<file path="src/source/mixer_config.svh">
`ifndef MIXER_CONFIG_SVH
`define MIXER_CONFIG_SVH

// bits per colour channel.
`define MIXER_PIXEL_BITS 8

`define MIXER_LINE_BITS 12
`define MIXER_WORD_IDX_BITS 8

// eight RGB565 pixels fill one memory word.
`define MIXER_PIXELS_PER_WORD 8
`define MIXER_WORD_BITS 128

// per-port queue, count needs one bit more than the pointers.
`define MIXER_FIFO_DEPTH 16
`define MIXER_FIFO_CNT_BITS 5

`endif

</file>
<file path="src/source/mixer_pkg.sv">
`default_nettype none

`include "mixer_config.svh"

package mixer_pkg;

	typedef logic [`MIXER_PIXEL_BITS-1:0]    channel_t;
	typedef logic [`MIXER_LINE_BITS-1:0]     line_t;
	typedef logic [`MIXER_WORD_IDX_BITS-1:0] word_idx_t;
	typedef logic [`MIXER_WORD_BITS-1:0]     mem_word_t;
	typedef logic [`MIXER_FIFO_CNT_BITS-1:0] fifo_count_t;
	typedef logic [0:0]                      port_id_t;

	// one camera sample as it arrives on the pins.
	typedef struct packed {
		logic     hs;
		logic     vs;
		logic     de;
		channel_t red;
		channel_t green;
		channel_t blue;
	} video_in_t;

	typedef struct packed {
		line_t     line;
		word_idx_t word_idx;
		mem_word_t data; // first pixel in the low bits.
	} capture_word_t;

	typedef struct packed {
		port_id_t      port;
		capture_word_t word;
	} mem_write_t;

	typedef enum logic [1:0] {IDLE, REQUEST, RELEASE} arb_state_t;

endpackage

`default_nettype wire

</file>
<file path="src/source/line_capture.sv">
`default_nettype none

`include "mixer_config.svh"

module line_capture (
	input  logic                     pclk0,
	input  logic                     vrst,
	input  mixer_pkg::video_in_t     video,
	output logic                     push,
	output mixer_pkg::capture_word_t word
);

	localparam int PX_BITS  = `MIXER_WORD_BITS / `MIXER_PIXELS_PER_WORD;
	localparam int GRP_BITS = $clog2(`MIXER_PIXELS_PER_WORD);

	logic                 de_d;
	logic                 vs_d;
	logic [GRP_BITS-1:0]  pix_cnt;
	mixer_pkg::word_idx_t word_cnt;
	mixer_pkg::line_t     line_cnt;
	mixer_pkg::mem_word_t shift;
	mixer_pkg::mem_word_t packed_word;
	logic [PX_BITS-1:0]   px565;
	logic                 frame_start;
	logic                 line_end;
	logic                 group_done;

	// RGB565 with green on top.
	assign px565 = {
		video.green[`MIXER_PIXEL_BITS-1 -: 6],
		video.red[`MIXER_PIXEL_BITS-1 -: 5],
		video.blue[`MIXER_PIXEL_BITS-1 -: 5]
	};

	// new pixel enters at the top, so the oldest ends up lowest.
	assign packed_word = {px565, shift[`MIXER_WORD_BITS-1:PX_BITS]};

	assign frame_start = video.vs && !vs_d;
	assign line_end    = de_d && !video.de;
	assign group_done  = video.de &&
		(pix_cnt == GRP_BITS'(`MIXER_PIXELS_PER_WORD - 1));

	always_ff @(posedge pclk0) begin
		if (vrst) begin
			de_d     <= 1'b0;
			vs_d     <= 1'b0;
			pix_cnt  <= '0;
			word_cnt <= '0;
			line_cnt <= '0;
			push     <= 1'b0;
		end else begin
			de_d <= video.de;
			vs_d <= video.vs;
			push <= group_done;
			if (frame_start) begin
				pix_cnt  <= '0;
				word_cnt <= '0;
				line_cnt <= '0; // first line after vs is line 0.
			end else if (line_end) begin
				// a partial group at the end of the line is dropped here.
				pix_cnt  <= '0;
				word_cnt <= '0;
				line_cnt <= line_cnt + 1'b1;
			end else if (video.de) begin
				pix_cnt <= pix_cnt + 1'b1; // wraps after eight.
				if (group_done)
					word_cnt <= word_cnt + 1'b1;
			end
		end
	end

	always_ff @(posedge pclk0) begin
		if (video.de)
			shift <= packed_word;
		if (group_done) begin
			word.line     <= line_cnt;
			word.word_idx <= word_cnt;
			word.data     <= packed_word;
		end
	end

	// a group takes eight de cycles, so pushes are always spaced out.
	push_spacing: assert property (
		@(posedge pclk0) disable iff (vrst)
		push |=> !push
	) else $error("line_capture: push on two consecutive cycles.");

endmodule

`default_nettype wire

</file>
<file path="src/source/word_fifo.sv">
`default_nettype none

`include "mixer_config.svh"

module word_fifo (
	input  logic                     pclk0,
	input  logic                     vrst,
	input  logic                     push,
	input  mixer_pkg::capture_word_t din,
	input  logic                     pop,
	output mixer_pkg::capture_word_t dout,
	output logic                     empty,
	output mixer_pkg::fifo_count_t   count,
	output logic                     overflow
);

	localparam int PTR_BITS = $clog2(`MIXER_FIFO_DEPTH);

	mixer_pkg::capture_word_t mem [`MIXER_FIFO_DEPTH];
	logic [PTR_BITS-1:0]      wr_ptr;
	logic [PTR_BITS-1:0]      rd_ptr;
	mixer_pkg::fifo_count_t   cnt;
	logic                     full;
	logic                     do_push;
	logic                     do_pop;

	assign full    = cnt == mixer_pkg::fifo_count_t'(`MIXER_FIFO_DEPTH);
	assign empty   = cnt == '0;
	assign do_push = push && !full;
	assign do_pop  = pop && !empty;

	assign dout  = mem[rd_ptr];
	assign count = cnt;

	always_ff @(posedge pclk0) begin
		if (vrst) begin
			wr_ptr   <= '0;
			rd_ptr   <= '0;
			cnt      <= '0;
			overflow <= 1'b0;
		end else begin
			if (do_push)
				wr_ptr <= wr_ptr + 1'b1;
			if (do_pop)
				rd_ptr <= rd_ptr + 1'b1;
			case ({do_push, do_pop})
				2'b10:   cnt <= cnt + 1'b1;
				2'b01:   cnt <= cnt - 1'b1;
				default: cnt <= cnt;
			endcase
			if (push && full)
				overflow <= 1'b1; // sticky until reset.
		end
	end

	always_ff @(posedge pclk0) begin
		if (do_push)
			mem[wr_ptr] <= din;
	end

	// the arbiter must only pop a queue it has seen non-empty.
	no_pop_empty: assert property (
		@(posedge pclk0) disable iff (vrst)
		pop |-> !empty
	) else $error("word_fifo: pop while empty.");

endmodule

`default_nettype wire

</file>
<file path="src/source/frame_arbiter.sv">
`default_nettype none

module frame_arbiter (
	input  logic                     pclk0,
	input  logic                     vrst,
	input  mixer_pkg::capture_word_t head0,
	input  mixer_pkg::capture_word_t head1,
	input  logic                     empty0,
	input  logic                     empty1,
	input  mixer_pkg::fifo_count_t   count0,
	input  mixer_pkg::fifo_count_t   count1,
	output logic                     pop0,
	output logic                     pop1,
	output logic                     mem_req,
	input  logic                     mem_ack,
	output mixer_pkg::mem_write_t    mem_wr
);

	mixer_pkg::arb_state_t    state;
	mixer_pkg::capture_word_t head_sel;
	logic                     take;
	logic                     pick1;

	// fuller queue wins, port 0 on a tie.
	assign take     = (state == mixer_pkg::IDLE) && !(empty0 && empty1);
	assign pick1    = (count1 > count0) || empty0;
	assign head_sel = pick1 ? head1 : head0;

	assign pop0    = take && !pick1;
	assign pop1    = take && pick1;
	assign mem_req = state == mixer_pkg::REQUEST;

	always_ff @(posedge pclk0) begin
		if (vrst) begin
			state <= mixer_pkg::IDLE;
		end else begin
			case (state)
				mixer_pkg::IDLE: begin
					if (take)
						state <= mixer_pkg::REQUEST;
				end
				mixer_pkg::REQUEST: begin
					if (mem_ack)
						state <= mixer_pkg::RELEASE; // drops req.
				end
				mixer_pkg::RELEASE: begin
					// wait for the writer to drop ack before the next word.
					if (!mem_ack)
						state <= mixer_pkg::IDLE;
				end
				default: state <= mixer_pkg::IDLE;
			endcase
		end
	end

	// word is latched together with the pop.
	always_ff @(posedge pclk0) begin
		if (take) begin
			mem_wr.port <= pick1;
			mem_wr.word <= head_sel;
		end
	end

	wr_stable: assert property (
		@(posedge pclk0) disable iff (vrst)
		(mem_req && $past(mem_req)) |-> $stable(mem_wr)
	) else $error("frame_arbiter: mem_wr changed during mem_req.");

	req_hold: assert property (
		@(posedge pclk0) disable iff (vrst)
		(mem_req && !mem_ack) |=> mem_req
	) else $error("frame_arbiter: mem_req dropped before mem_ack.");

endmodule

`default_nettype wire

</file>
<file path="src/source/mixer_top.sv">
`default_nettype none

module mixer_top (
	input  logic                  pclk0,
	input  logic                  vrst,
	input  mixer_pkg::video_in_t  port0,
	input  mixer_pkg::video_in_t  port1,
	output logic                  mem_req,
	input  logic                  mem_ack,
	output mixer_pkg::mem_write_t mem_wr,
	output logic                  overflow0,
	output logic                  overflow1
);

	logic                     push0;
	logic                     push1;
	mixer_pkg::capture_word_t cap0;
	mixer_pkg::capture_word_t cap1;
	mixer_pkg::capture_word_t head0;
	mixer_pkg::capture_word_t head1;
	logic                     empty0;
	logic                     empty1;
	mixer_pkg::fifo_count_t   count0;
	mixer_pkg::fifo_count_t   count1;
	logic                     pop0;
	logic                     pop1;

	line_capture u_cap0 (
		.pclk0 (pclk0),
		.vrst  (vrst),
		.video (port0),
		.push  (push0),
		.word  (cap0)
	);

	line_capture u_cap1 (
		.pclk0 (pclk0),
		.vrst  (vrst),
		.video (port1),
		.push  (push1),
		.word  (cap1)
	);

	word_fifo u_fifo0 (
		.pclk0    (pclk0),
		.vrst     (vrst),
		.push     (push0),
		.din      (cap0),
		.pop      (pop0),
		.dout     (head0),
		.empty    (empty0),
		.count    (count0),
		.overflow (overflow0)
	);

	word_fifo u_fifo1 (
		.pclk0    (pclk0),
		.vrst     (vrst),
		.push     (push1),
		.din      (cap1),
		.pop      (pop1),
		.dout     (head1),
		.empty    (empty1),
		.count    (count1),
		.overflow (overflow1)
	);

	frame_arbiter u_arb (
		.pclk0   (pclk0),
		.vrst    (vrst),
		.head0   (head0),
		.head1   (head1),
		.empty0  (empty0),
		.empty1  (empty1),
		.count0  (count0),
		.count1  (count1),
		.pop0    (pop0),
		.pop1    (pop1),
		.mem_req (mem_req),
		.mem_ack (mem_ack),
		.mem_wr  (mem_wr)
	);

endmodule

`default_nettype wire

</file>
<file path="config.mk">
export PLATFORM = sky130hd
export DESIGN_NAME = mixer_top
export DESIGN_NICKNAME = d
export VERILOG_FILES = /design/src/source/mixer_pkg.sv /design/src/source/line_capture.sv /design/src/source/word_fifo.sv /design/src/source/frame_arbiter.sv /design/src/source/mixer_top.sv
export VERILOG_INCLUDE_DIRS = /design/src /design/src/source
export SDC_FILE = /design/constraint.sdc
export NUM_CORES = 2
export LEC_CHECK = 0
export BUFFER_PORTS_ARGS = -buffer_cell sky130_fd_sc_hd__clkbuf_2
export CAP_MARGIN = 40
export CORE_ASPECT_RATIO = 1.25
export CORE_MARGIN = 2
export CORE_UTILIZATION = 55
export CTS_CLUSTER_DIAMETER = 50
export DETAILED_ROUTE_END_ITERATION = 16
export GPL_TIMING_DRIVEN = 1
export PLACE_DENSITY = 0.67
export SKIP_LAST_GASP = 1
export SLEW_MARGIN = 20
export SYNTH_ARGS = -nofsm -noshare
export SYNTH_HDL_FRONTEND = slang
export SYNTH_MEMORY_MAX_BITS = 65536
export SYNTH_SLANG_ARGS = --single-unit
</file>
<file path="constraint.sdc">
create_clock -name pclk0 -period 37.6 [get_ports pclk0]
set_clock_uncertainty 0.05 [all_clocks]
set_input_delay 3.76 -clock pclk0 [delete_from_list [all_inputs] [get_ports pclk0]]
set_output_delay 3.76 -clock pclk0 [all_outputs]
set_load 0.02 [all_outputs]
</file>
==> summary.md <==
| Metric | Value |
|---|---|
| Total gr overflow | `0` |
| Detailed Route WL | `482,000 um` |
| WL/cell | `34.8 um` |
| Post-synth EDFFs | `roughly 5,400` |
| Initial Utilization | `55.2%` |
| CTS Buffer Depth | `4` |
| Hold bufs inserted after CTS | `0` |
| Gr usage total | `between 20% and 30%` |
| Core Area | `approximately 370,000 um^2` |
| H-tree lvl count | `6` |
| Max Fclk | `approximately 160 MHz` |
| Utilization after layout | `62.3%` |
| #FFs+latches synth | `5,495` |
| Post-CTS Setup Inserts | `0` |
| Hold Path Depth | `0` |
| Slew @ Worst Pin | `1130 ps` |
| Critical path capture point type | `register` |
| Sequential-to-total area share from yosys stat | `80.7%` |
| Async set-reset flop share out of synthesis | `0%` |
| PD cells | `a little under 60 nW/um^2` |
| Vias per cell | `~6.5` |
| Gate Count Post-Synth | `~7,900` |
| Most used flip-flop cell after synthesis | `edfxtp_1` |
| Crit share post-route | `between 10% and 20%` |
| Fillers | `approximately 24,000` |
| Hold Vio Cnt, Final | `0` |
| TritonCTS clock tree | `yes` |
| Antenna-violating nets left | `0` |
| Most instantiated cells after synthesis | `edfxtp_1 (5,405), mux4_2 (1,480), clkbuf_1 (181), mux2_2 (149), buf_2 (116)` |
| HPWL after detailed placement | `between 200,000 and 300,000 um` |
| Die ar. | `approximately 370,000 um^2` |
| Dpl cells | `between 10,000 and 15,000` |
| Non-filler cells, final | `approximately 14,000` |
| CTS root buffer | `clkbuf_16` |
| Layout cells sized above 1 | `31.8%` |
| Number of global-route vias before repair | `91,521` |
| Most common cell in the netlist | `edfxtp_1` |
| YS warnings | `0` |
| Worst hold path type | `reg -> reg` |
| Max_cap viols | `0` |
| Syn_nets | `between 7,000 and 8,000` |
| Global-route wire length before repair | `around 680,000 um` |
| # nets final | `approximately 8,600` |
| Initial antenna violation count | `34` |
| Post-route minimum period | `between 6000 and 7000 ps` |
| Drt drc | `0` |
| Post-Syn Area | `~200,000 um^2` |
| Synth top area cells | `edfxtp_1 (80%), mux4_2 (16%), dfxtp_1 (0.89%)` |
| Max_slew headroom | `approximately a quarter` |
| Clock transition at path regs | `~80 ps` |
| I/O Pins | `~210` |
| Status | `finished, final reports clean` |
| Cell Area, Placed | `between 200,000 and 250,000 um^2` |
| Num CTS Buffers | `527` |
| RSZ-0062 raised after global routing | `false` |
| Routability congestion estimate | `0.782` |
| Final setup violation count | `0` |
| Pin count of the biggest net entering global routing | `between 100 and 150` |
| R2R depth | `11` |
| Worst EP required | `around 38,000 ps` |
| Cell variety after synth | `44` |
| Row count | `between 200 and 250` |
| First-pass DRT Iterations | `6` |
| Mean Syn Cell Area | `25.7 um^2` |
| Maximum vdd drop | `0.0619 mV` |
| Worst Path Max Fanout | `35` |
| Dpl ws | `30,450 ps` |
| Post-layout worst setup margin | `between 30,000 and 40,000 ps` |
| Vias | `89,553` |
| Port-buffer cells | `190` |
| Critical Path Start Type | `register` |
| Initial drt markers | `10,385` |
| Yosys top cell by area | `edfxtp_1` |
| Die width | `~550 um` |
| Clk_lat worst skew | `1040 ps` |
| P&R area growth vs syn | `12.7%` |
| PostCTS Resize Cnt | `0` |
| WP data arrival | `a little over 7000 ps` |
| Finished Cell Area | `between 200,000 and 250,000 um^2` |
| Crit Path Class | `reg -> reg` |
| Share of the synthesized area in the top cell type | `roughly 80%` |
| Die Ht | `approximately 680 um` |
| Leak Pwr | `~67 nW` |
| Fin. max-slew vios | `0` |
| CTS sink cnt | `roughly 5,500` |
| Setup_tns | `0 ps` |
==> stage by stage <==
stage	total power, W	hold WS (ps)
after floorplan	0.00785	350
after global placement	0.00825	355
after detailed placement	0.00829	355
after CTS	0.0134	367
after global routing	0.0137	380
final	0.0133	368
==> sequential cells by signal (all words and copies together), names as in the netlist, 5 cells and up, named ones only <==
signal,count
u_cap0.shift,112
u_cap1.word,148
u_cap0.word_cnt,8
u_cap1.line_cnt,12
u_arb.mem_wr,149
u_cap1.shift,112
u_fifo0.mem,2368
u_fifo0.count,5
u_fifo1.mem,2368
u_cap1.word_cnt,8
u_cap0.line_cnt,12
u_fifo1.count,5
u_cap0.word,148
==> cell usage in the layout (no fill, tap or decap), types with 46 or more instances in the layout <==
cell,n
edfxtp_1,5405
dfxtp_1,82
buf_16,46
clkinv_2,61
mux2_2,149
mux4_2,1480
nor2_1,84
clkinv_1,107
clkbuf_2,188
clkbuf_1,131
clkbuf_16,542
buf_4,182
==> where the power goes <==
group          internal, W  switching [W]
sequential         0.00678      0.0000989
combinational     0.000587       0.000688
clock              0.00291        0.00225
total               0.0103        0.00304
==> path summary, 6_finish.rpt <==
path	end	from	slack, ps
setup / recovery	u_arb.mem_wr[77]	register	31270
hold / removal	u_cap0.word[12]	u_cap0.shift[28]	370
setup reg to reg	u_arb.mem_wr[77]	register	31270
hold reg to reg	u_cap0.word[12]	u_cap0.shift[28]	370
==> kinds of logic (layout without fill, tap and decap cells) <==
kind of cell	count (synthesis)	in the layout	synth area share, %
flops	5495	5495	80.7
other cells	0	10	0
simple gates	236	236	0.531
compound gates	61	61	0.177
xor+xnor	52	52	0.224
mux	1641	1641	17.3
buf+inv	391	1421	0.880
fa+ha+maj	28	28	0.172
==> worst max-delay path, cell delays in order (launching register included) <==
cell and delay (ps):
dfxtp_4 740, buf_4 700, buf_4 700, buf_4 310, buf_16 280, buf_4 480, buf_12 290, buf_4 540
buf_12 290, mux4_2 550, mux4_2 530, mux2_2 380
==> final cells by class <==
type / instances / area, um^2 / area share, %
Sequential cell: 5495 / 164000 / 71.7
Timing Repair Buffer: 453 / 4300 / 1.88
Multi-Input combinational cell: 2018 / 37600 / 16.4
Antenna cell: 10 / 25.0 / 0.0109
Clock inverter: 271 / 2640 / 1.15
Inverter: 18 / 75.1 / 0.0328
Tap cell: 4894 / 6120 / 2.67
Clock buffer: 679 / 14100 / 6.17
==> layer usage <==
| layer | vias up | track usage, % | share of wire [%] |
|---|---|---|---|
| li1 | 35482 | - | - |
| met3 | 763 | 3.51 | 7.3 |
| met4 | 6 | 8.25 | 3.5 |
| met5 | - | 0 | 0.0071 |
| met1 | 49186 | 34.9 | 38 |
| met2 | 4116 | 43.8 | 52 |
Power figures use the tool's default switching activity.
